$ cat src/cnn_pkg.sv
package cnn_pkg;

    // Operation code, low byte of command word 0
    typedef logic [7:0] op_t;

    localparam op_t op_conv3x3     = 8'd1;
    localparam op_t op_pool3x3_max = 8'd3;

    // Words per compressed command
    localparam int cmd_burst_len = 5;

    // FIFO words per 3x3 window, high half of the last word is unused
    localparam int win_burst_len = 5;
    localparam int win_elems     = 9;

    // One window element or bias value
    typedef logic signed [15:0] elem_t;

    // Accumulator wide enough for bias plus many channels of products
    typedef logic signed [39:0] acc_t;

    // Decoded command as handed to the loader
    typedef struct packed {
        op_t         op;
        logic [15:0] ich_size;
        logic [15:0] och_size;
        logic [31:0] write_addr;
        // Last command of the job
        logic        is_final;
    } cmd_t;

    // One packed 3x3 window with its position tags
    typedef struct packed {
        elem_t [win_elems-1:0] data;
        elem_t [win_elems-1:0] weight;
        elem_t                 bias;
        op_t                   op;
        logic                  first;
        logic                  last;
        logic [31:0]           addr;
        logic                  job_end;
    } window_t;

endpackage

$ cat src/operand_loader.sv
`timescale 1ns/1ps

module operand_loader (
    input  logic             clk,
    input  logic             rst_n,
    input  logic             cmd_valid,
    input  cnn_pkg::cmd_t    cmd_in,
    input  logic [31:0]      data,
    input  logic             data_fifo_empty,
    input  logic [31:0]      weightbias,
    input  logic             weight_fifo_empty,
    output logic             busy,
    output logic             data_fifo_rd_en,
    output logic             weight_fifo_rd_en,
    output logic             win_valid,
    output cnn_pkg::window_t win
);

    import cnn_pkg::*;

    typedef enum logic [1:0] {
        idle,
        bias,
        load
    } state_t;

    state_t      state;

    // Latched command
    op_t         op_q;
    logic [31:0] addr_q;
    logic        final_q;
    logic [15:0] ich_last;
    logic [15:0] och_last;

    logic [15:0] out_idx;
    logic [15:0] win_idx;
    logic [2:0]  word_cnt;

    logic        is_conv;
    logic        can_pop;
    logic        last_word;
    logic        last_win;
    logic        last_out;

    assign is_conv = (op_q == op_conv3x3);

    // Conv moves data and weights in lock-step, pool needs data only
    assign can_pop = !data_fifo_empty && (!is_conv || !weight_fifo_empty);

    assign data_fifo_rd_en   = (state == load) && can_pop;
    assign weight_fifo_rd_en = ((state == bias) && !weight_fifo_empty) ||
                               ((state == load) && is_conv && can_pop);

    assign last_word = (word_cnt == 3'd1);
    assign last_win  = (win_idx == ich_last);
    assign last_out  = (out_idx == och_last);

    assign busy = (state != idle);

    // A zero size still means one window or one output
    always_ff @(posedge clk) begin
        if (cmd_valid && (state == idle)) begin
            op_q     <= cmd_in.op;
            addr_q   <= cmd_in.write_addr;
            final_q  <= cmd_in.is_final;
            ich_last <= (cmd_in.ich_size == 16'd0) ? 16'd0 : cmd_in.ich_size - 16'd1;
            och_last <= (cmd_in.och_size == 16'd0) ? 16'd0 : cmd_in.och_size - 16'd1;
        end
    end

    always_ff @(posedge clk or negedge rst_n) begin
        if (!rst_n) begin
            state     <= idle;
            out_idx   <= '0;
            win_idx   <= '0;
            word_cnt  <= 3'(win_burst_len);
            win_valid <= 1'b0;
        end else begin
            win_valid <= 1'b0;
            case (state)
                idle: begin
                    if (cmd_valid) begin
                        out_idx  <= '0;
                        win_idx  <= '0;
                        word_cnt <= 3'(win_burst_len);
                        // Other op codes are swallowed here
                        if (cmd_in.op == op_conv3x3) begin
                            state <= bias;
                        end else if (cmd_in.op == op_pool3x3_max) begin
                            state <= load;
                        end
                    end
                end
                bias: begin
                    if (weight_fifo_rd_en) begin
                        state <= load;
                    end
                end
                load: begin
                    if (data_fifo_rd_en) begin
                        word_cnt <= word_cnt - 3'd1;
                        if (last_word) begin
                            win_valid <= 1'b1;
                            word_cnt  <= 3'(win_burst_len);
                            if (!last_win) begin
                                win_idx <= win_idx + 16'd1;
                            end else begin
                                win_idx <= '0;
                                if (last_out) begin
                                    state <= idle;
                                end else begin
                                    // Next output, conv fetches a fresh bias first
                                    out_idx <= out_idx + 16'd1;
                                    state   <= is_conv ? bias : load;
                                end
                            end
                        end
                    end
                end
                default: state <= idle;
            endcase
        end
    end

    // Halfwords enter at the top so element 0 ends up as the first low half
    always_ff @(posedge clk) begin
        if ((state == bias) && weight_fifo_rd_en) begin
            win.bias <= elem_t'(weightbias[15:0]);
        end
        if (data_fifo_rd_en) begin
            if (last_word) begin
                win.data    <= {data[15:0], win.data[win_elems-1:1]};
                win.op      <= op_q;
                win.first   <= (win_idx == 16'd0);
                win.last    <= last_win;
                win.addr    <= addr_q + 32'(out_idx);
                win.job_end <= final_q && last_win && last_out;
            end else begin
                win.data <= {data[31:16], data[15:0], win.data[win_elems-1:2]};
            end
        end
        if ((state == load) && weight_fifo_rd_en) begin
            if (last_word) begin
                win.weight <= {weightbias[15:0], win.weight[win_elems-1:1]};
            end else begin
                win.weight <= {weightbias[31:16], weightbias[15:0],
                               win.weight[win_elems-1:2]};
            end
        end
    end

endmodule

$ cat config.mk
export PLATFORM = sky130hd
export DESIGN_NAME = operand_loader
export DESIGN_NICKNAME = d
export VERILOG_FILES = /design/src/cnn_pkg.sv /design/src/operand_loader.sv
export SDC_FILE = /design/constraint.sdc
export NUM_CORES = 1
export LEC_CHECK = 0
export ABC_AREA = 1
export BUFFER_PORTS_ARGS = -buffer_cell sky130_fd_sc_hd__buf_4
export CORE_ASPECT_RATIO = 1.75
export CORE_UTILIZATION = 40
export CTS_CLUSTER_DIAMETER = 120
export DETAILED_ROUTE_END_ITERATION = 8
export MAX_ROUTING_LAYER = met4
export SYNTH_ARGS = -nofsm -noshare
export SYNTH_HDL_FRONTEND = slang
export SYNTH_SLANG_ARGS = --single-unit
export TNS_END_PERCENT = 20
$ cat constraint.sdc
create_clock -name clk -period 6.7 [get_ports clk]
set_input_delay 1.34 -clock clk [delete_from_list [all_inputs] [get_ports clk]]
set_output_delay 1.34 -clock clk [all_outputs]
set_load 0.01 [all_outputs]
== Word-level counts from Yosys, hierarchy flattened ==
Index checks and enable logic that the tools add are counted.

* Bits in registers: 458
* Output and inout port bits: 351
* Word-level logic and storage cells: 110

* Add/sub/neg operators: 6
* Equal/unequal tests: 15
* Muxes and demuxes: 29
* Reduce and logical (&&, ||, !) cells: 26

{| class="wikitable"
|+ Operators by type and width
! operator !! count
|-
| $mux W144 || 2
|-
| $mux W16 || 8
|-
| $pmux W16 S2 || 2
|-
| $logic_not A16 Y1 || 3
|-
| $add A16 B1 Y16 const B || 2
|-
| $add A32 B16 Y32 || 1
|-
| $eq A16 B16 Y1 || 2
|-
| $sub A16 B1 Y16 const B || 2
|-
| $mux W2 || 9
|-
| $eq A8 B1 Y1 const B || 2
|-
| $ne A2 B2 Y1 const B || 6
|-
| $reduce_and A6 Y1 || 2
|-
| $logic_and A1 B1 Y1 || 10
|-
| $mux W3 || 3
|-
| $eq A8 B2 Y1 const B || 1
|-
| $pmux W2 S3 || 1
|-
| $pmux W3 S2 || 1
|-
| $reduce_and A4 Y1 || 1
|-
| $reduce_bool A2 Y1 || 2
|-
| $eq A3 B1 Y1 const B || 1
|-
| $logic_not A1 Y1 || 3
|-
| $mux W1 || 3
|-
| $ne A3 B1 Y1 const B || 1
|-
| $reduce_and A3 Y1 || 1
|-
| 6 further kinds || 7
|}

== Depth between registers and ports, before layout ==
Gate-level depths: netlist (run 1).

* Depth after elaboration: 8
* Gate-level depth with buffers: 13
* Gate-level depth less buffers: 12

== Worst setup path after synthesis (run 1) ==
Ideal clock, no wire load.

* Path kind: input-to-output
* Start point: input port weight_fifo_empty
* End point: output port data_fifo_rd_en
* Arrival: 4.475 ns
* Data required time: 5.360 ns
* Setup slack: 0.885 ns
* Stages: 5
* Buffers on the path: 0
* Path through: nand3_1 > nand2_1 > inv_1 > nand2_1 > inv_1

* Word-level cells in the longest chain between the ends: 4

{| class="wikitable"
|+ RTL lines
! item !! RTL line !! source
|-
| start, declared || operand_loader.sv:11 || <nowiki>input logic weight_fifo_empty,</nowiki>
|-
| $logic_not A1 Y1 || operand_loader.sv:49 || <nowiki>assign can_pop = !data_fifo_empty && (!is_conv || !weight_fifo_empty);</nowiki>
|-
| $logic_or A1 B1 Y1 || operand_loader.sv:49 ||
|-
| $logic_and A1 B1 Y1 || operand_loader.sv:49 ||
|-
| $logic_and A1 B1 Y1 || operand_loader.sv:51 || <nowiki>assign data_fifo_rd_en = (state == load) && can_pop;</nowiki>
|-
| end, declared || operand_loader.sv:13 || <nowiki>output logic data_fifo_rd_en,</nowiki>
|}

Every way passes these cells.

== Final worst setup path (run 1) ==
* Start point: register state[0]
* End point: output port data_fifo_rd_en

* Word-level cells in the longest chain between the ends: 2

{| class="wikitable"
|+ RTL lines
! item !! RTL line !! source
|-
| start, declared || operand_loader.sv:27 || <nowiki>state_t state;</nowiki>
|-
| start signal, assigned || operand_loader.sv:74 || <nowiki>state <= idle;</nowiki>
|-
| start signal, assigned || operand_loader.sv:89 || <nowiki>state <= bias;</nowiki>
|-
| start signal, assigned || operand_loader.sv:91 || <nowiki>state <= load;</nowiki>
|-
| $eq A2 B2 Y1 || operand_loader.sv:51 ||
|-
| $logic_and A1 B1 Y1 || operand_loader.sv:51 ||
|}

Every way passes these cells.

==> impl_metrics.py, run 1 <==
metrics = {
    "synthesis": {
        "synth_seq_area_share_pct": 63.1,
        "syn-num-nets": 2462,
        "yosys_warnings": 0,
        "synthArstFlopShare_pct": 8.30,
        "yosysUniqueCellTypes": 41,
        "ys_ff_latch": 458,
        "syn-cell-area_um2": 21500,
        "synthesis.instances": 2294,
        "synth-edff-count": 420,
        "yosys_most_used_dff": "sky130_fd_sc_hd__edfxtp_1",
        "synthesis.area_per_instance_um2": 9.38,
    },
    "power_and_ir_drop": {
        "p_int_w": 0.00564,
        "clockPowerShare_pct": 28.1,
        "static-leakage-power_nw": 12.2,
        "seq_power_share_pct": 47.1,
        "power_per_cell_area_nw_per_um2": 304,
        "ir_drop_mv": 0.177,
        "combinational_fraction_of_design_power_pct": 24.7,
        "switchingPower_w": 0.00262,
        "power.switching_fraction_pct": 31.7,
    },
    "die": {
        "fp.dieArea_um2": 54800,
        "die_y_um": 309,
        "core_area_um2": 53300,
        "chipWidth_um": 177,
        "ios": 493,
        "num_rows": 112,
        "floorplan.initialDensity_pct": 40.4,
    },
    "worst_setup_path": {
        "worstSetupPathType": "flop to primary output",
        "critical_path_required_ps": 5360,
        "crit_path_start_kind": "flop",
        "arrival_time_at_the_worst_endpoint_ps": 2920,
        "crit_path_end_kind": "primary output",
        "r2r_cells": 10,
        "r2r-end": "out_idx[0]$_DFFE_PN0P_",
        "crit_fanout": 76,
        "regToRegSetupSlack_ps": 3140,
        "regToRegStartpoint": "word_cnt[0]$_DFFE_PN1P_",
    },
    "route": {
        "wl_met3_um": 5040,
        "routed-via-count": 16858,
        "route.detailed.vias_per_inst": 4.84,
        "met2_length_um": 30800,
        "total_wire_length_um": 61300,
        "drt_pass_1_iters": 6,
        "wl_per_cell_um": 17.6,
        "wirelength_met1_um": 22500,
        "highest_layer": "met4",
        "final_antenna_net_count": 0,
        "post-route-drc-count": 0,
        "drt-initial-drc-count": 1176,
    },
    "clocking": {
        "clk_root_buffer_cell": "sky130_fd_sc_hd__clkbuf_16",
        "postCtsSetupRepairBufs": 0,
        "h-tree-depth": 2,
        "clock_latency_ps": 560,
        "cts-root-to-sink-buffers": 3,
        "cts.repair.resized": 0,
        "cts-hold-fix-buffers": 0,
        "clk_transition_reported_paths_ps": 60,
        "tritoncts.num_buffers": 43,
        "numClockSinks": 458,
        "tritoncts": "done",
    },
    "global_routing": {
        "grt_util_all_layers_pct": 22.5,
        "grt_pass1_wl_um": 91300,
        "antenna_violations_before_repair": 3,
        "grt_start_max_net_pins": 179,
        "total_congestion_overflow_after_global_routing": 0,
        "via_count_of_the_first_global_routing_pass": 16177,
    },
    "worst_hold_path": {
        "min_to": "win[42]$_DFFE_PP_",
        "worst_hold_path.num_cells": 0,
        "worst_hold_startpoint": "op_q[7]$_DFFE_PP_",
        "min-delay-path-class": "flop to flop",
    },
    "timing": {
        "worst_slew_pin_slew_ps": 1270,
        "tns_ps": 0,
        "fmax_mhz": 235,
        "finalSetupViolCount": 0,
        "post-route-period-util_pct": 63.6,
        "fin_worst_skew_ps": 21.2,
        "report.final.slew_viol_count": 0,
        "rsz0062_at_grt": "no",
        "period_minus_slack_ps": 4260,
        "timing.hold.ws_ps": 449,
        "timing_hold_violations_final": 0,
        "slew_headroom_pct": 15.0,
    },
    "finish": {
        "final_layout_size_suffix_gt1_share_pct": 21.6,
        "area_growth_pct": 26.2,
        "final_net_count": 2933,
        "instances_no_fill": 3481,
    },
    "flow_run": {
        "maxCapViolCount": 0,
    },
    "placed_design": {
        "placed_cells_incl_taps": 3404,
        "detailedPlacementHpwl_um": 45400,
        "final_weighted_congestion_in_routability_driven_placement": 0.897,
        "port-buffer-count": 492,
    },
    "run_status": {
        "status": "finished clean",
    },
}
## cell type report
class	instances	area (um2)
clock buffers	50	1120
flip-flops and latches	458	13600
diodes	3	7.51
fillers	5055	26100
multi-input cells	1606	7070
well taps	684	856
repair buffers	501	3760
inverters	155	599
clock inverters	24	171
## sequential cells by signal, summed over array words and instances (netlist names), 2 cells and up
| name | cells |
|---|---|
| win | 347 |
| op_q | 8 |
| addr_q | 32 |
| word_cnt | 3 |
| och_last | 16 |
| win_idx | 16 |
| ich_last | 16 |
| state | 2 |
| out_idx | 16 |
## worst max-delay path, stage by stage, from the launching register on
cell                      delay [ps]
sky130_fd_sc_hd__dfrtp_1         450
sky130_fd_sc_hd__nor2_4          670
sky130_fd_sc_hd__nand2_1         370
sky130_fd_sc_hd__inv_6           590
sky130_fd_sc_hd__buf_4           240
## per-layer routing
metal	vias to the layer above	track usage, %
met4	0	10.7
li1	8378	-
met3	126	5.30
met1	7791	24.6
met2	563	38.3
met5	-	-
## worst max-delay path by stage
stage | slack, ps | to | startpoint
finish | 2440 | data_fifo_rd_en | state[0]$_DFFE_PN0P_
global route | 2230 | data_fifo_rd_en | state[0]$_DFFE_PN0P_
CTS | 2350 | data_fifo_rd_en | state[0]$_DFFE_PN0P_
detailed placement | 2550 | data_fifo_rd_en | weight_fifo_empty
global placement | 2580 | data_fifo_rd_en | weight_fifo_empty
floorplan | 890 | data_fifo_rd_en | weight_fifo_empty
## cells by family after synthesis
group	after synthesis	synth area share [%]
fa+ha+maj	26	1.55
flops	458	63.1
simple gates	1422	26.2
compound gates	99	2.61
xor+xnor	59	2.40
buf+inv	230	4.19
## power by group through the flow
stage          Combinational, W  Sequential, W  Clock, W
3_3_place_gp            0.00201        0.00394         0
4_1_cts                 0.00206        0.00390   0.00239
5_1_grt                 0.00230        0.00393   0.00247
2_1_floorplan           0.00120        0.00402         0
6_report                0.00204        0.00389   0.00232
3_5_place_dp            0.00206        0.00396         0
## cells in the mapped netlist, types with 8 or more instances
| cell | number | area share (%) |
|---|---|---|
| sky130_fd_sc_hd__a21oi_1 | 33 | 0.77 |
| sky130_fd_sc_hd__buf_2 | 16 | 0.37 |
| sky130_fd_sc_hd__clkbuf_1 | 51 | 0.89 |
| sky130_fd_sc_hd__dfrtp_1 | 36 | 4.2 |
| sky130_fd_sc_hd__edfxtp_1 | 420 | 59 |
| sky130_fd_sc_hd__ha_1 | 25 | 1.5 |
| sky130_fd_sc_hd__inv_1 | 144 | 2.5 |
| sky130_fd_sc_hd__inv_2 | 11 | 0.19 |
| sky130_fd_sc_hd__nand2_1 | 1133 | 20 |
| sky130_fd_sc_hd__nand3_1 | 65 | 1.5 |
| sky130_fd_sc_hd__nand4_1 | 23 | 0.67 |
| sky130_fd_sc_hd__nor2_1 | 145 | 2.5 |
| sky130_fd_sc_hd__nor3_1 | 21 | 0.49 |
| sky130_fd_sc_hd__nor4_1 | 8 | 0.23 |
| sky130_fd_sc_hd__o21ai_0 | 39 | 0.91 |
| sky130_fd_sc_hd__o21ai_2 | 10 | 0.41 |
| sky130_fd_sc_hd__xnor2_1 | 9 | 0.37 |
| sky130_fd_sc_hd__xor2_1 | 50 | 2.0 |
## placed cells by master (no fill, tap or decap), types with 36 or more instances in the layout
cell type,netlist,final
sky130_fd_sc_hd__o21ai_0,39,39
sky130_fd_sc_hd__edfxtp_1,420,420
sky130_fd_sc_hd__nand2_1,1133,1132
sky130_fd_sc_hd__clkbuf_16,0,44
sky130_fd_sc_hd__nor2_1,145,142
sky130_fd_sc_hd__inv_1,144,142
sky130_fd_sc_hd__xor2_1,50,50
sky130_fd_sc_hd__dfrtp_1,36,36
sky130_fd_sc_hd__nand3_1,65,65
sky130_fd_sc_hd__buf_4,1,501
## per-stage QoR
| step | utilization [%] | total power [W] | area, um2 | setup WS, ps |
|---|---|---|---|---|
| 6_report | 51.0 | 0.00826 | 27200 | 2440 |
| 3_5_place_dp | 48.5 | 0.00602 | 25900 | 2550 |
| 4_1_cts | 51.0 | 0.00835 | 27100 | 2350 |
| 5_1_grt | 51.0 | 0.00870 | 27200 | 2230 |
| 2_1_floorplan | - | 0.00523 | 21500 | 885 |
| 3_3_place_gp | 48.5 | 0.00596 | 25900 | 2580 |
No activity file was read; power rests on OpenSTA's default activity.
==> inputs of run 2 (changes only) <==
Clock period 6.7 ns to 3.8 ns, I/O delays scaled along.
==> run 2 against run 1 <==
Against the previous run:
- worst hold slack lost 280 ps
- critical path type unchanged
- utilization grew 0.41 points
- non-clock buffer count up 4
- clock power grew 86%
- sequential power up 76%
- routed wire length is 0.74% higher
- largest cell class unchanged
==> impl_metrics.py, run 2 (same netlist as run 1, synthesis figures left out) <==
metrics = {
    "run_status": {
        "status": "finished clean",
    },
    "timing": {
        "post-route-worst-setup-slack_ps": 791,
        "worst_slew_pin_slew_ps": 1140,
        "timing_hold_violations_final": 0,
        "finalSetupViolCount": 0,
        "tns_ps": 0,
        "post-route-period-util_pct": 79.2,
        "slew_headroom_pct": 24.3,
        "fin_worst_skew_ps": 17.7,
        "rsz0062_at_grt": "no",
        "report.final.slew_viol_count": 0,
        "period_minus_slack_ps": 3010,
        "fmax_mhz": 332,
    },
    "placed_design": {
        "final_weighted_congestion_in_routability_driven_placement": 0.902,
        "detailedPlacementHpwl_um": 45800,
        "post-place-ws_ps": 1020,
        "placed_cells_incl_taps": 3408,
        "port-buffer-count": 492,
        "dpl_cell_area_um2": 26000,
    },
    "finish": {
        "final_common_cell": "sky130_fd_sc_hd__nand2_1",
        "final_cell_mix": "sky130_fd_sc_hd__nand2_1, sky130_fd_sc_hd__buf_4, sky130_fd_sc_hd__edfxtp_1",
        "largest_register_ffs": 347,
        "instances_no_fill": 3490,
        "top_regs": "win x347, addr_q x32",
        "final_area_um2": 27400,
        "final_layout_size_suffix_gt1_share_pct": 22.0,
        "area_growth_pct": 27.2,
        "final_net_count": 2938,
        "top_register": "win",
    },
    "route": {
        "final_antenna_net_count": 0,
        "wl_per_cell_um": 17.7,
        "met2_length_um": 31500,
        "highest_layer": "met4",
        "drt_pass_1_iters": 5,
        "routed-via-count": 16846,
        "post-route-drc-count": 0,
        "drt-initial-drc-count": 1245,
        "total_wire_length_um": 61700,
        "route.detailed.vias_per_inst": 4.83,
        "wirelength_met1_um": 23100,
        "wl_met3_um": 4820,
    },
    "global_routing": {
        "total_congestion_overflow_after_global_routing": 0,
        "grt_util_all_layers_pct": 22.5,
        "grt_start_max_net_pins": 226,
        "via_count_of_the_first_global_routing_pass": 16095,
        "grt_pass1_wl_um": 91700,
        "antenna_violations_before_repair": 2,
    },
    "power_and_ir_drop": {
        "power_per_cell_area_nw_per_um2": 542,
        "static-leakage-power_nw": 12.2,
        "ir_drop_mv": 0.406,
        "overall_power_w": 0.0148,
    },
    "worst_setup_path": {
        "crit_fanout": 4,
        "crit_path_end_kind": "primary output",
        "crit_path_start_kind": "flop",
        "path_common_cell": "sky130_fd_sc_hd__nand2_1",
        "regToRegSetupSlack_ps": 1050,
        "worstPathCellList": "inv_1 > nand2_1 > nor2_1 > nand3_1 > nand2_1 > inv_1 > nand2_1 > clkinvlp_4 > buf_4",
        "arrival_time_at_the_worst_endpoint_ps": 2250,
        "slowest_delay_ps": 410,
        "r2r-end": "out_idx[6]$_DFFE_PN0P_",
        "critical_path_required_ps": 3040,
        "worst_path_max_delay_cell": "sky130_fd_sc_hd__edfxtp_1",
        "regToRegStartpoint": "word_cnt[0]$_DFFE_PN1P_",
        "r2r_cells": 10,
        "worstSetupPathType": "flop to primary output",
    },
    "clocking": {
        "cts-root-to-sink-buffers": 3,
        "tritoncts": "done",
        "cts.repair.resized": 0,
        "tritoncts.num_buffers": 44,
        "numClockSinks": 458,
        "clk_root_buffer_cell": "sky130_fd_sc_hd__clkbuf_16",
        "postCtsSetupRepairBufs": 0,
        "clock_latency_ps": 560,
        "clk_transition_reported_paths_ps": 70,
        "h-tree-depth": 2,
        "cts-hold-fix-buffers": 0,
    },
    "die": {
        "chipWidth_um": 177,
        "ios": 493,
        "num_rows": 112,
        "die_y_um": 309,
        "fp.dieArea_um2": 54800,
        "floorplan.initialDensity_pct": 40.4,
        "core_area_um2": 53300,
    },
    "worst_hold_path": {
        "min-delay-path-class": "input pin to asynchronous set/reset pin",
    },
    "flow_run": {
        "maxCapViolCount": 0,
    },
}
==> run 2: worst max path at each step <==
stage                       startpoint                      to  slack, ps
6_report             op_q[4]$_DFFE_PP_         data_fifo_rd_en        790
4_1_cts              op_q[4]$_DFFE_PP_         data_fifo_rd_en        700
2_1_floorplan                cmd_valid     addr_q[0]$_DFFE_PP_       -540
3_3_place_gp   word_cnt[0]$_DFFE_PN1P_  out_idx[4]$_DFFE_PN0P_       1120
3_5_place_dp   word_cnt[0]$_DFFE_PN1P_  out_idx[4]$_DFFE_PN0P_       1020
5_1_grt              op_q[4]$_DFFE_PP_         data_fifo_rd_en        540
==> run 2: cell type report <==
| type | count | area [um2] |
|---|---|---|
| fillers | 4954 | 25900 |
| repair buffers | 505 | 3880 |
| multi-input cells | 1606 | 7070 |
| well taps | 684 | 856 |
| clock inverters | 30 | 235 |
| flip-flops and latches | 458 | 13600 |
| inverters | 155 | 598 |
| diodes | 2 | 5.00 |
| clock buffers | 50 | 1170 |
==> run 2: metal layers <==
metal  global-route usage (%)  up-vias
met2                     39.4      581
met5                        -        -
met4                     8.61        0
li1                         -     8387
met1                     24.3     7762
met3                     5.67      116
==> run 2: through the flow <==
step	hold WS, ps	utilization [%]
6_report	171	51.4
5_1_grt	190	51.4
4_1_cts	154	51.4
3_5_place_dp	444	48.8
3_3_place_gp	429	48.8
2_1_floorplan	426	-
==> run 2: where the power goes <==
group	switching (W)	internal (W)	leakage, nW
clock	0.00191	0.00241	0.681
combinational	0.00240	0.00125	7.18
sequential	0.000376	0.00649	4.38
==> run 2: worst max-delay path: cells and delay by family (launching register included) <==
family,cells,cell delay [ps]
flip-flops,1,410
AND/OR/NAND/NOR,5,740
buffers and inverters,4,530
