<file path="src/cnn_pkg.sv">
package cnn_pkg;

    // Operation code, low byte of command word 0
    typedef logic [7:0] op_t;

    localparam op_t op_conv3x3     = 8'd1;
    localparam op_t op_pool3x3_max = 8'd3;

    // Words per compressed command
    localparam int cmd_burst_len = 5;

    // FIFO words per 3x3 window, high half of the last word is unused
    localparam int win_burst_len = 5;
    localparam int win_elems     = 9;

    // One window element or bias value
    typedef logic signed [15:0] elem_t;

    // Accumulator wide enough for bias plus many channels of products
    typedef logic signed [39:0] acc_t;

    // Decoded command as handed to the loader
    typedef struct packed {
        op_t         op;
        logic [15:0] ich_size;
        logic [15:0] och_size;
        logic [31:0] write_addr;
        // Last command of the job
        logic        is_final;
    } cmd_t;

    // One packed 3x3 window with its position tags
    typedef struct packed {
        elem_t [win_elems-1:0] data;
        elem_t [win_elems-1:0] weight;
        elem_t                 bias;
        op_t                   op;
        logic                  first;
        logic                  last;
        logic [31:0]           addr;
        logic                  job_end;
    } window_t;

endpackage

</file>
<file path="src/cmd_collector.sv">
`timescale 1ns/1ps

module cmd_collector (
    input  logic          clk,
    input  logic          rst_n,
    input  logic          op_en,
    input  logic [31:0]   cmd,
    input  logic          cmd_fifo_empty,
    input  logic          busy,
    output logic          cmd_fifo_rd_en,
    output logic          cmd_valid,
    output cnn_pkg::cmd_t cmd_out
);

    import cnn_pkg::*;

    typedef enum logic [1:0] {
        idle,
        collect,
        hold,
        done
    } state_t;

    state_t      state;
    logic [2:0]  burst_cnt;

    op_t         op_q;
    logic [15:0] ich_q;
    logic [15:0] och_q;
    logic [31:0] waddr_q;

    // Show-ahead FIFO, word is popped in the cycle it is taken
    assign cmd_fifo_rd_en = (state == collect) && !cmd_fifo_empty;

    // Presented for one cycle, loader is known to be idle here
    assign cmd_valid = (state == done);

    // Nothing left behind this command means it closes the job
    assign cmd_out = '{
        op:         op_q,
        ich_size:   ich_q,
        och_size:   och_q,
        write_addr: waddr_q,
        is_final:   cmd_fifo_empty
    };

    always_ff @(posedge clk or negedge rst_n) begin
        if (!rst_n) begin
            state     <= idle;
            burst_cnt <= 3'(cmd_burst_len);
        end else begin
            case (state)
                idle: begin
                    burst_cnt <= 3'(cmd_burst_len);
                    if (op_en) begin
                        state <= collect;
                    end
                end
                collect: begin
                    if (cmd_fifo_rd_en) begin
                        burst_cnt <= burst_cnt - 3'd1;
                        if (burst_cnt == 3'd1) begin
                            // Loader still working on the previous command
                            state <= busy ? hold : done;
                        end
                    end
                end
                hold: begin
                    if (!busy) begin
                        state <= done;
                    end
                end
                done: begin
                    burst_cnt <= 3'(cmd_burst_len);
                    state     <= cmd_fifo_empty ? idle : collect;
                end
                default: state <= idle;
            endcase
        end
    end

    // Field split, count runs from the first word down to the last
    // Stride and the two start addresses are not used here
    always_ff @(posedge clk) begin
        if (cmd_fifo_rd_en) begin
            case (burst_cnt)
                3'd5: op_q <= op_t'(cmd[7:0]);
                3'd4: begin
                    ich_q <= cmd[15:0];
                    och_q <= cmd[31:16];
                end
                3'd1: waddr_q <= cmd;
                default: ;
            endcase
        end
    end

endmodule

</file>
<file path="config.mk">
export PLATFORM = sky130hd
export DESIGN_NAME = cmd_collector
export DESIGN_NICKNAME = d
export VERILOG_FILES = /design/src/cnn_pkg.sv /design/src/cmd_collector.sv
export SDC_FILE = /design/constraint.sdc
export NUM_CORES = 1
export LEC_CHECK = 0
export ABC_AREA = 0
export ABC_CLOCK_PERIOD_IN_PS = 4700
export BUFFER_PORTS_ARGS = -buffer_cell sky130_fd_sc_hd__buf_2
export CORE_MARGIN = 5
export CORE_UTILIZATION = 47
export DETAILED_ROUTE_END_ITERATION = 10
export GPL_TIMING_DRIVEN = 0
export PLACE_DENSITY = 0.84
export RECOVER_POWER = 100
export SLEW_MARGIN = 20
export SYNTH_ARGS = -nofsm -noshare
export SYNTH_HDL_FRONTEND = slang
export SYNTH_SLANG_ARGS = --single-unit
</file>
<file path="constraint.sdc">
create_clock -name clk -period 4.7 [get_ports clk]
set_input_delay 0.94 -clock clk [delete_from_list [all_inputs] [get_ports clk]]
set_output_delay 0.94 -clock clk [all_outputs]
set_load 0.02 [all_outputs]
</file>
# Word level (Yosys, flattened, before mapping)
# Cells that the tools add are included.
# totals
ff_bits	77
wordCells	36
out_inout_bits	75
# classes
muxes	9
eq_ne	10
add_sub_neg	1
n_reduce_logical	10
# op_table
cell	n
$mux 2	4
$pmux 2 s4	1
$reduce_and 2->1	4
$eq 3x3->1 const B	2
$ne 2x2->1 const B	3
$pmux 3 s2	1
$eq 2x2->1 const B	2
$reduce_and 4->1	1
$eq 3x1->1 const B	1
$mux 3	1
$sub 3x1->3 const B	1
$eq 2x1->1 const B	1
$logic_not 2->1	1
$mux 1	2
$ne 2x1->1 const B	1
$reduce_bool 2->1	1
$reduce_or 2->1	1
$logic_and 1x1->1	1
$logic_not 1->1	1

# Depth between registers and ports, before layout
# Gate-level depths: netlist of the first run.
# logic_depth
word_depth	4
ltp_mapped	6
ltp_nobuf	5

# Least setup slack after synthesis of the first run
# Ideal clock, no wire load.
# synth_timing
path_kind	input to register
startpoint	input cmd_fifo_empty
endpoint	register waddr_q[0], enable pin
arrival_time_ns	2.537
n_path_buf	0
path_stages	3
slack_ns	1.742
required_ns	4.279
path_cell_list	and2b_1 nand2_1 nor2_1
# synth_between
elab_chain_cells	3
# synth_lines
item	line	text
from (decl)	cmd_collector.sv:8	input logic cmd_fifo_empty,
$logic_not 1->1	cmd_collector.sv:33	assign cmd_fifo_rd_en = (state == collect) && !cmd_fifo_empty;
$logic_and 1x1->1	cmd_collector.sv:33	
$reduce_and 2->1 (no source line)	n/a	
to (signal assigned)	cmd_collector.sv:92	3'd1: waddr_q <= cmd;
to (decl)	cmd_collector.sv:30	logic [31:0] waddr_q;
# Every way passes these cells.
# A chain may end at the register's enable or synchronous reset.

# Final worst setup path of the first run
# layout_timing
startpoint	input cmd_fifo_empty
endpoint	register waddr_q[27], enable pin
# Same word-level chain as after synthesis.

==> impl_summary.md, run 1 <==
Run status
The run finished with clean final reports.

Clocking
The number of buffers created by CTS is 9. The clock tree from TritonCTS is built. The clock input transition at the sequential cells of the worst setup and hold paths is around 0.080 ns. Post-CTS repair changed the size of 0 cells. Counting every sink on the clock net gives 77. The clock root buffer is sky130_fd_sc_hd__clkbuf_8.

In this run the number of H-tree levels came out at 3. The post-cts hold buffer count is 0. Buffers added to address setup during post-CTS repair amount to 0.

Counting along the longest clock path gives a buffer depth of 2. Clock latency on the worst-skew pair, taken at its later pin, is ~0.33 ns.

Worst setup path
The worst register-to-register path begins at burst_cnt[0]$_DFFE_PN1P_. The highest cell delay on the worst timing path is roughly 1.0 ns. The data required time at the worst endpoint is around 4.6 ns.

The worst setup path is launched from a primary input. At the worst endpoint, the arrival time is roughly 3 ns. The endpoint of the worst-slack reg-to-reg timing path is waddr_q[27]$_DFFE_PP_. The kind of capture point of the worst setup path is a flop. In this design, the critical path's most frequently occurring cell is sky130_fd_sc_hd__clkbuf_1.

The worst-path maximum fanout is 25. Walking the worst path, the cells encountered are clkbuf_1, and2b_1, nand2_1, nor2_1, clkbuf_1. The largest individual stage delay along the critical path comes from the cell sky130_fd_sc_hd__clkbuf_1. The cell count of the worst reg-to-reg path is 5. The register-to-register setup slack is 1.80 ns. The critical path in this run is classified as primary input to flop.

Route
The detailed-route DRC error count is 0. Dividing the detail-routed wire length by the instance count gives between 15 and 20 um. The post-detailed-routing wire length is ~5.4 mm. Once detail routing completed, the nets flagged for antenna violations numbered 0. The number of DRC markers in iteration 0 is 84.

The number of optimization iterations in the first detailed-route pass is 4. After detailed routing, the number of vias per cell comes to 4.68. The detailed-route via count is about 1,500.

STA
The worst path uses roughly two thirds of the clock period. Summed over all failing endpoints, the final setup total negative slack is 0 ns. The upper clock frequency limit is 0.328 GHz. The shortest period the worst path allows is between 3 and 4 ns. Setup violations remaining at the end of the flow were counted as 0. In the post-route analysis, the smallest setup slack over all paths is about 1.6 ns. Final hold analysis gives a worst-case slack of approximately 0.46 ns. The final count of hold timing violations is 0. Setup repair after global routing left no endpoint under its margin. For the pin with the worst max-slew slack, the measured transition is between 1 and 1.5 ns. The max-slew violation count came to 0. The worst setup skew after layout is between 0.008 and 0.009 ns.

In this run the tightest slew margin relative to its limit is 11.0%.

Layout
The final standard cell area without fillers is between 3000 and 4000 um^2. The repair_antennas step left the layout with diodes totalling 0. The post-layout utilization of the core is 62.3%.

The filler cell count in the final layout is between 400 and 500. The multi-input gate area in the final layout is between 200 and 300 um^2. Of the cells placed in the final design, the portion with a size suffix greater than 1 is about 14%. Relative to the synthesized area, the layout overhead comes to 29.7%. Leaving out filler cells and counting taps, the final layout contains around 320. For this run, the post-layout net count is between 200 and 300. Summing all flip-flop and latch instances after layout gives around 2300 um^2.

Min path
In this run the worst hold path is classified as primary input to async pin.

Die
The placeable core area is 5440 um^2. The number of placement rows is 27. The initial cell density of the core is approximately 48%. The floorplan step defined a die boundary enclosing about 7100 um^2. The die is between 80 and 90 um wide. From bottom edge to top edge, the die measures approximately 85 um.

Pin placement for this block handled between 100 and 150 I/O pins.

Synth
The share of synthesized area in the top cell type comes to slightly above 80%. The most used flip-flop cell after synthesis is sky130_fd_sc_hd__edfxtp_1. Summed over all instances, the cell type with the most area after synthesis is sky130_fd_sc_hd__edfxtp_1.

Counting distinct cell types in the post-synthesis netlist gives 24. The number of enable-type register cells in the synthesized netlist is 72. The async set or reset register ratio after synthesis is under 10%.

The share of the Yosys chip area taken by registers is 87.7%. The instance count of the mapped netlist is 120. After synthesis, the most frequently instantiated cells are sky130_fd_sc_hd__edfxtp_1 (72), sky130_fd_sc_hd__ha_1 (9), sky130_fd_sc_hd__inv_1 (7). By area the synthesized netlist is led by sky130_fd_sc_hd__edfxtp_1 (83%), sky130_fd_sc_hd__ha_1 (4.3%), sky130_fd_sc_hd__dfrtp_1 (2.9%). The flip-flop and latch count after synthesis is just under 80. After synthesis the cells add up to 2610 um^2. The mean area per synthesized cell is about 22 um^2.

The number of nets in the synthesized netlist is approximately 170. The Yosys step of the flow raised 0 warnings. The most common cell in the netlist is sky130_fd_sc_hd__edfxtp_1.

Place
Counting tap cells, the placed design contains a total of 305 instances. The cell area after placement is between 3000 and 4000 um^2. At the end of routability-driven placement, the weighted congestion stood at about 0.77. The half-perimeter wire length of the detailed placement result is 3.96 mm. OpenSTA, run right after detailed placement, puts the worst setup slack at about 2.3 ns. During placement, the flow inserted port buffers numbering 111.

Pwr
The leakage power figure is about 1.2 nW. The overall power consumption is about 1.7 mW. In this run the power density over the cells is around 500 nW/um^2.

IR analysis of the VDD net gives a maximum drop of about 0.25 mV.

Global routing
The number of global-route vias before repair came to between 1,500 and 2,000. For this run the aggregate overflow at the end of global routing stands at 0. The number of antenna violations at the first check in global routing is 0. Global routing used 15.0% of the available tracks across all layers.

Entering global routing, the biggest net connects 26 pins. The first-pass GRT wire length is 8.10 mm.

Job
Across the run, the number of max-cap violations was 0.
[worst max-delay path, delay by kind of cell]
kind / cells / cell delay, ns
buffers and inverters: 2 / 1.21
AND/OR/NAND/NOR: 3 / 0.83
[worst max-delay path by stage]
stage,startpoint,to,cells past startpoint
global placement,cmd_fifo_empty,waddr_q[22]$_DFFE_PP_,4
floorplan,cmd_fifo_empty,waddr_q[0]$_DFFE_PP_,3
global route,cmd_fifo_empty,waddr_q[27]$_DFFE_PP_,5
finish,cmd_fifo_empty,waddr_q[27]$_DFFE_PP_,5
CTS,cmd_fifo_empty,cmd_fifo_rd_en,3
detailed placement,cmd_fifo_empty,cmd_fifo_rd_en,3
[sequential cells by signal (all words and copies together), names as in the netlist]
name       flops
waddr_q       32
ich_q         16
och_q         16
op_q           8
burst_cnt      3
state          2
[cell usage in the layout, fill, tap and decap left out]
cell type                      n
sky130_fd_sc_hd__clkbuf_1    100
sky130_fd_sc_hd__edfxtp_1     72
sky130_fd_sc_hd__buf_2        14
sky130_fd_sc_hd__ha_1          9
sky130_fd_sc_hd__clkbuf_8      9
sky130_fd_sc_hd__inv_1         7
sky130_fd_sc_hd__and2b_1       3
sky130_fd_sc_hd__nor2_1        3
sky130_fd_sc_hd__dfrtp_1       3
sky130_fd_sc_hd__bufinv_16     3
sky130_fd_sc_hd__and3_1        2
sky130_fd_sc_hd__nor2b_1       2
sky130_fd_sc_hd__a21oi_1       2
sky130_fd_sc_hd__mux2i_1       2
sky130_fd_sc_hd__dfstp_2       2
sky130_fd_sc_hd__inv_6         2
sky130_fd_sc_hd__nand2_1       1
sky130_fd_sc_hd__o221ai_1      1
sky130_fd_sc_hd__or3b_1        1
sky130_fd_sc_hd__a221o_1       1
sky130_fd_sc_hd__mux2_1        1
sky130_fd_sc_hd__nor3b_1       1
sky130_fd_sc_hd__nand3_1       1
sky130_fd_sc_hd__o21ai_0       1
sky130_fd_sc_hd__a31oi_1       1
sky130_fd_sc_hd__a31o_2        1
sky130_fd_sc_hd__a211oi_1      1
sky130_fd_sc_hd__clkbuf_4      1
sky130_fd_sc_hd__clkinvlp_4    1
sky130_fd_sc_hd__clkinv_2      1
[kinds of logic after synthesis]
group | synth area share, %
flip-flops | 87.7
AND/OR/NAND/NOR | 3.21
buffers and inverters | 1.44
adder cells (fa/ha/maj) | 4.31
AO/OA/AOI/OAI | 2.16
multiplexers | 1.20
[routing by layer]
| metal | share of wire (%) | track usage [%] | up-vias | wire length [um] |
|---|---|---|---|---|
| met3 | 10 | 5.99 | 5 | 567 |
| met5 | 0 | 0 | - | 0 |
| met1 | 42 | 17.9 | 699 | 2270 |
| li1 | - | - | 709 | - |
| met2 | 47 | 24.6 | 90 | 2550 |
| met4 | 0.57 | 6.04 | 0 | 31 |
[area by class of cell]
type	instances	area share, %
multi-input combinational	34	8.39
buffer	2	0.332
sequential	77	67.6
tap	72	2.66
clock inverter	7	3.55
inverter	7	0.776
timing repair buffer	113	13.0
clock buffer	9	3.66
[power by group]
| group | total, mW | switching [mW] | internal, mW |
|---|---|---|---|
| registers | 0.840 | 0.0266 | 0.813 |
| clock network | 0.583 | 0.228 | 0.355 |
| logic | 0.275 | 0.180 | 0.0948 |
| total | 1.70 | 0.435 | 1.26 |
Note: power is estimated with default switching activity, not from simulation.
==> run 2, diff against run 1 <==
--- a/config.mk
+++ b/config.mk
@@ -6,13 +6,13 @@
 export NUM_CORES = 1
 export LEC_CHECK = 0
 export ABC_AREA = 0
-export ABC_CLOCK_PERIOD_IN_PS = 4700
+export ABC_CLOCK_PERIOD_IN_PS = 2650
 export BUFFER_PORTS_ARGS = -buffer_cell sky130_fd_sc_hd__buf_2
 export CORE_MARGIN = 5
-export CORE_UTILIZATION = 47
+export CORE_UTILIZATION = 42
 export DETAILED_ROUTE_END_ITERATION = 10
 export GPL_TIMING_DRIVEN = 0
-export PLACE_DENSITY = 0.84
+export PLACE_DENSITY = 0.8
 export RECOVER_POWER = 100
 export SLEW_MARGIN = 20
 export SYNTH_ARGS = -nofsm -noshare
==> constraint.sdc (replaced) <==
create_clock -name clk -period 2.65 [get_ports clk]
set_input_delay 0.53 -clock clk [delete_from_list [all_inputs] [get_ports clk]]
set_output_delay 0.53 -clock clk [all_outputs]
set_load 0.02 [all_outputs]
==> run 2 against run 1 <==
Core utilization decreased by 5.7 points. Combinational power increased by 85%. Clock power increased by 42%. Register-to-register slack got worse by 1.3 ns. Global-route usage decreased by 0.68 points. Routed wire length increased by 4.2%. Critical path type is now flop to flop. Critical endpoint is now waddr_q[23]$_DFFE_PP_. Largest cell class unchanged.
==> impl_summary.md, run 2 (same netlist as run 1, synthesis figures left out) <==
STA
The setup slack after layout is around 0.47 ns. Setup repair after global routing left no endpoint under its margin. The worst pin sits at a relative slew slack of 39.1%. After layout, the worst path uses just over 80% of the clock period.

The max-slew violation count is 0. The final count of hold timing violations is 0. The number of setup violations in the final report is 0. The clock arrives with roughly 0.013 ns of skew. The upper clock frequency limit is 0.459 GHz. The shortest period the worst path allows is 2.18 ns. For the pin with the worst max-slew slack, the measured transition is ~0.91 ns.

Global routing
Entering global routing, the biggest net connects 20 pins. The number of global-route vias before repair is 1,553. The total track usage is approximately 14%. The number of antenna violations at the first check in global routing was 0. The first global-routing pass estimated about 8.2 mm of wire. The total congestion overflow is 0.

Route
Dividing the detail-routed wire length by the instance count gives between 15 and 20 um. The number of optimization iterations in the first detailed-route pass is 4. The detailed-route DRC error count is 0. The via density per instance is 4.70. The detail route stage leaves a number of antenna-violating nets equal to 0. The detailed router finished its first iteration with between 40 and 50 violations. The post-detailed-routing wire length is 5.64 mm. The detailed-route via count is between 1,500 and 2,000.

Clocking
The clock input transition at the sequential cells of the worst setup and hold paths is 0.08 ns. In this run, CTS created clock tree buffers numbering 9. The longest clock path from root to sink contains 2 buffers.

At the later pin of the worst-skew pair, clock insertion delay measures ~0.34 ns. Clock tree synthesis selected as its root buffer the cell sky130_fd_sc_hd__clkbuf_8. The clock tree from TritonCTS is built. The H-tree was split into 3 levels. The number of sinks handled by clock tree synthesis is 77. Post-CTS timing repair inserted 0 buffers for setup.

Die
Measured along the y axis, the die boundary spans 88.9 um. The number of ports placed on the die boundary is around 110. The total die area is about 8000 um^2. The initial utilization of the core area, before any placement, comes to a little over two fifths. The floorplan step defined a core boundary enclosing 5990 um^2. The chip width is about 90 um.

The number of placement rows is 28.

Place
The minimum setup slack after placement is approximately 0.7 ns. In this run the tool buffered the top-level ports with between 100 and 150 buffer cells. Including well taps, the total number of placed cells is slightly above 300.

The wire-length estimate of the detail-placed layout is around 4.2 mm. The placed instances occupy a cell area of 3320 um^2. The final weighted congestion in routability-driven placement is just over 0.8.

Pwr
The largest vdd supply drop is around 0.47 mV. The overall power consumption is roughly 2.8 mW. The leakage power figure is between 1 and 1.5 nW. The areal power density over the cells is a little over 800 nW/um^2.

Layout
The number of inserted diodes is 0. The post-layout utilization of the core is a little under three fifths. The register with the most flip-flops in the layout has 32 of them. The largest registers in the layout are waddr_q x32, ich_q x16, och_q x16. The largest register by flop count is waddr_q.

The number of nets in the finished design is 291. The leading cell type in the layout, fill and taps excluded is sky130_fd_sc_hd__clkbuf_1. In the layout the commonest cells are sky130_fd_sc_hd__clkbuf_1 (102), sky130_fd_sc_hd__edfxtp_1 (72), sky130_fd_sc_hd__buf_2 (11), sky130_fd_sc_hd__ha_1 (9), sky130_fd_sc_hd__clkbuf_8 (9). Of the cells placed in the final design, the portion with a size suffix greater than 1 is 12.8%.

The signed area change from the synthesized netlist to the final layout is 29.9%. The number of standard cells in the final layout excluding fillers is approximately 330. The filler cell count in the final layout is 511.

After routing the design area is about 3400 um^2.

Worst setup path
The category of the critical setup timing path is flop to flop. The register-to-register setup slack is roughly 0.47 ns. STA classifies the critical path startpoint as a flop. Counting cells, the worst reg-to-reg path comes to 5. The kind of capture point of the worst setup path is a flop. In this run the worst path has a maximum fanout of 18. For the worst setup path, the data required time is about 2.7 ns. Data arrives at the worst endpoint at 2.22 ns.

Job
The reported max-cap violation count is 0.

Min path
The number of cells traversed by the worst hold path is 1. The tightest min-delay check is of the primary input to flop type.

Run status
The flow ran to the end, and the final reports show no timing, DRC or antenna violations.
==> run 2: timing repair <==
item | CTS | global route
endpoints found under the hold margin | 3 | 0
hold buffers | 1 | 0
resized for setup | 0 | 0
==> run 2: metrics by stage <==
step,TNS (ns),hold WS (ns)
finish,0,0.376
CTS,0,0.358
detailed placement,0,0.357
global route,0,0.344
floorplan,0,0.234
global placement,-24.62,0.355
==> run 2: area by class of cell <==
type / count / area [um^2] / share of cell area, %
flip-flops and latches: 77 / 2290 / 67.5
inverters: 7 / 26.3 / 0.775
well taps: 75 / 93.8 / 2.77
multi-input cells: 34 / 287 / 8.45
repair buffers: 114 / 495 / 14.6
clock inverters: 6 / 61.3 / 1.81
plain buffers: 2 / 11.3 / 0.332
clock buffers: 10 / 128 / 3.76
==> run 2: worst max-delay path, cell delays in order, from the launching register on <==
cell and delay (ns):
sky130_fd_sc_hd__dfstp_1 0.58, sky130_fd_sc_hd__ha_1 0.17, sky130_fd_sc_hd__and2b_1 0.13, sky130_fd_sc_hd__nand2_1 0.06, sky130_fd_sc_hd__nor2_2 0.70, sky130_fd_sc_hd__buf_16 0.24
==> run 2: path summary, 6_finish.rpt <==
kind / startpoint / to
min in group asynchronous: rst_n / state[1]$_DFFE_PN0P_
max in group asynchronous: rst_n / burst_cnt[2]$_DFFE_PN1P_
worst min register to register: burst_cnt[0]$_DFFE_PN1P_ / burst_cnt[0]$_DFFE_PN1P_
worst min-delay path: cmd[19] / och_q[3]$_DFFE_PP_
worst max-delay path: burst_cnt[0]$_DFFE_PN1P_ / waddr_q[23]$_DFFE_PP_
worst max register to register: burst_cnt[0]$_DFFE_PN1P_ / waddr_q[23]$_DFFE_PP_
==> run 2: power breakdown <==
group | switching [mW] | total [mW] | internal, mW | leakage [nW]
Sequential | 0.0466 | 1.49 | 1.44 | 0.706
Clock | 0.394 | 0.828 | 0.433 | 0.0964
Combinational | 0.329 | 0.508 | 0.179 | 0.358
Total | 0.770 | 2.82 | 2.05 | 1.16
==> run 2: layer usage <==
| layer | global-route usage [%] | up-vias | part of all wire, % |
|---|---|---|---|
| met5 | 0 | - | 0 |
| li1 | - | 704 | - |
| met1 | 17.2 | 724 | 39 |
| met2 | 23.5 | 93 | 46 |
| met4 | 4.53 | 0 | 0.76 |
| met3 | 6.15 | 5 | 14 |
==> run 3, diff against run 2 <==
--- a/config.mk
+++ b/config.mk
@@ -6,7 +6,7 @@
 export NUM_CORES = 1
 export LEC_CHECK = 0
 export ABC_AREA = 0
-export ABC_CLOCK_PERIOD_IN_PS = 2650
+export ABC_CLOCK_PERIOD_IN_PS = 2000
 export BUFFER_PORTS_ARGS = -buffer_cell sky130_fd_sc_hd__buf_2
 export CORE_MARGIN = 5
 export CORE_UTILIZATION = 42
==> constraint.sdc (replaced) <==
create_clock -name clk -period 2 [get_ports clk]
set_input_delay 0.4 -clock clk [delete_from_list [all_inputs] [get_ports clk]]
set_output_delay 0.4 -clock clk [all_outputs]
set_load 0.02 [all_outputs]
==> run 3 against run 2 <==
Combinational power is 30% higher. Sequential power is 32% higher. Clock skew is 0.0092 ns lower. Critical path type unchanged. Sequential share of layout area is 0.42 points lower. Core utilization is 0.36 points higher. Sequential cell count stayed put. Via count is 2.2% lower.
==> impl_summary.md, run 3 (same netlist as run 1, synthesis figures left out) <==
Place
The placed instance count is 306. Summing all placed instances gives a cell area of about 3300 um^2. The half-perimeter wire length of the detailed placement result is 4.04 mm.

During placement, the flow inserted port buffers numbering between 100 and 150. At the placement stage, the worst setup path has a slack of -0.0580 ns. The congestion estimate from routability-driven global placement came to 0.773.

Global routing
The first global-routing pass estimated roughly 8 mm of wire. Global routing finished with a remaining overflow of 0. The number of antenna violations at the first check in global routing is 0. The number of global-route vias before repair is between 1,500 and 2,000.

Entering global routing, the biggest net connects 33 pins. The total track usage is between 10 and 15%.

Clocking
The maximum clock path buffer count is 2. The clock tree from TritonCTS is built. After clock tree synthesis, the clock-pin slew on the worst setup and hold paths is approximately 0.08 ns. The number of buffers created by CTS is 9. In this run the clock root is driven by a sky130_fd_sc_hd__clkbuf_8. For the worst-skew pair, the clock arrives at the later sink with an insertion delay of roughly 0.33 ns. The clock drives between 70 and 80 sinks. The number of levels in the clock H-tree is 3.

Layout
The register with the most flip-flops in the layout has 32 of them. In the layout the commonest cells are sky130_fd_sc_hd__clkbuf_1 (102), sky130_fd_sc_hd__edfxtp_1 (72), sky130_fd_sc_hd__buf_2 (10), sky130_fd_sc_hd__ha_1 (9), sky130_fd_sc_hd__clkbuf_8 (9). Counting flops per register, the top entry is waddr_q. The filler cell count in the final layout is 506. The leading cell type in the layout, fill and taps excluded is sky130_fd_sc_hd__clkbuf_1. With fillers left out, the area of the finished cells amounts to around 3400 um^2. Summing all multi-input logic gate instances after layout gives about 310 um^2. In the final layout, the registers with the most flip-flops are waddr_q x32, ich_q x16, och_q x16. The share of final-layout standard cells stronger than drive strength 1 is 12.4%.

The post-layout utilization of the core is approximately 57%. The repair_antennas step left the layout with diodes totalling 0. The signed area change from the synthesized netlist to the final layout is 30.7%. The number of nets in the finished design is 290.

The sequential standard cell area is approximately 2300 um^2. The number of standard cells in the final layout excluding fillers is 324.

STA
The setup slack after layout is around 0.11 ns. The worst setup skew after layout is between 0.004 and 0.005 ns. Derived from the worst setup path, the maximum achievable clock frequency is 0.529 GHz. Setup violations remaining at the end of the flow were counted as 0.

Hold timing on the final database bottoms out at a slack of 0.252 ns. In this run the tightest slew margin relative to its limit is between 60% and 70%. The shortest period the worst path allows is roughly 1.9 ns. The final count of hold timing violations is 0. The actual slew at the worst max-slew pin is approximately 0.49 ns. Summed over all failing endpoints, the final setup total negative slack is 0 ns.

The max-slew violation count is 0. The worst path uses roughly 95% of the clock period. Setup repair after global routing left no endpoint under its margin.

Die
After floorplanning, the core was sized to cover roughly 6000 um^2. Once the floorplan was initialized, standard cells occupied ~44% of the core. Measured along the x axis, the die boundary spans between 80 and 90 um. The die extent in y is 88.9 um. In this run the count of I/O pins placed on the die edge is roughly 110.

The total die area is 7890 um^2. The number of placement rows is 28.

Worst setup path
On the critical path, the stage with the largest delay is an instance of sky130_fd_sc_hd__dfstp_1. Walking the worst path, the cells encountered are ha_1, or3b_1, a221o_1, mux2_1. The worst-path maximum fanout is 4. The arrival time of data at the critical path endpoint is 2.11 ns. For this run, the slowest stage of the critical path takes between 0.5 and 0.6 ns.

The kind of capture point of the worst setup path is a flop. The category of the critical setup timing path is flop to flop. The most critical setup path has its startpoint at burst_cnt[0]$_DFFE_PN1P_. The startpoint type of the worst setup path is a flop. In this run the critical register-to-register path is launched from burst_cnt[0]$_DFFE_PN1P_. Data on the critical path is required at its endpoint by between 2 and 2.5 ns.

Pwr
In this run the static leakage power is roughly 1.2 nW. The areal power density over the cells is approximately 1200 nW/um^2. The overall power consumption is 4.04 mW. Across the VDD grid, the largest voltage drop is about 0.68 mV.

Run status
The run finished with clean final reports.

Min path
In this run the most critical hold path is launched from cmd[14]. The worst hold path belongs to the class primary input to flop.

Route
The post-detailed-routing wire length is ~5.7 mm. The detailed-route DRC error count is 0. The detail route stage leaves a number of antenna-violating nets equal to 0. The via density per instance is between 4 and 5.

The detailed router finished its first iteration with 77 violations. For this block, the via count after detailed routing is 1,492. The number of optimization iterations in the first detailed-route pass is 4.

Dividing the detail-routed wire length by the instance count gives between 15 and 20 um.

Job
Max-cap violations in this run came to 0.
## run 3: cell types whose count changed in the layout (fill, tap and decap cells not counted), sizes merged
| cell | delta |
|---|---|
| inv | +1 |
| clkinv | -2 |
| nor2 | +1 |
| bufinv | +2 |
| buf | -3 |
## run 3: final timing paths
| path | slack [ns] | endpoint | cells after the start |
|---|---|---|---|
| min in group asynchronous | 0.47 | burst_cnt[1]$_DFFE_PN0P_ | 2 |
| max in group asynchronous | 1.25 | burst_cnt[2]$_DFFE_PN1P_ | 2 |
| worst min-delay path | 0.25 | waddr_q[14]$_DFFE_PP_ | 1 |
| worst min register to register | 0.55 | burst_cnt[0]$_DFFE_PN1P_ | 2 |
| worst max register to register | 0.11 | state[0]$_DFFE_PN0P_ | 4 |
| worst max-delay path | 0.11 | state[0]$_DFFE_PN0P_ | 4 |
## run 3: worst max-delay path: cells and delay by family, from the launching register on
kind	cells	cell delay, ns
flip-flops	1	0.56
AO/OA/AOI/OAI	1	0.37
AND/OR/NAND/NOR	1	0.36
multiplexers	1	0.31
adder cells (fa/ha/maj)	1	0.18
## run 3: repair_timing
item                       CTS  global route
gates resized for setup      2             0
buffers inserted             0             0
hold endpoints to repair     3             0
setup endpoints to repair   64             0
hold buffers                 1             0
## run 3: layout make-up
cell class / count / share of cell area [%]
plain buffers: 2 / 0.330
clock buffers: 9 / 3.63
clock inverters: 7 / 3.56
inverters: 7 / 0.770
multi-input cells: 35 / 9.02
flip-flops and latches: 77 / 67.1
well taps: 75 / 2.75
repair buffers: 112 / 12.9
## run 3: routing by layer
| metal | GRT usage, % | part of all wire [%] |
|---|---|---|
| met1 | 17.5 | 40 |
| met2 | 23.8 | 46 |
| met3 | 4.19 | 13 |
| met4 | 6.18 | 1.1 |
| met5 | 0 | 0 |
## run 3: report_power, final
part	switching [mW]	leakage (nW)	internal, mW
sequential	0.0685	0.706	1.91
combinational	0.435	0.333	0.227
clock	0.565	0.119	0.838
total	1.07	1.16	2.97
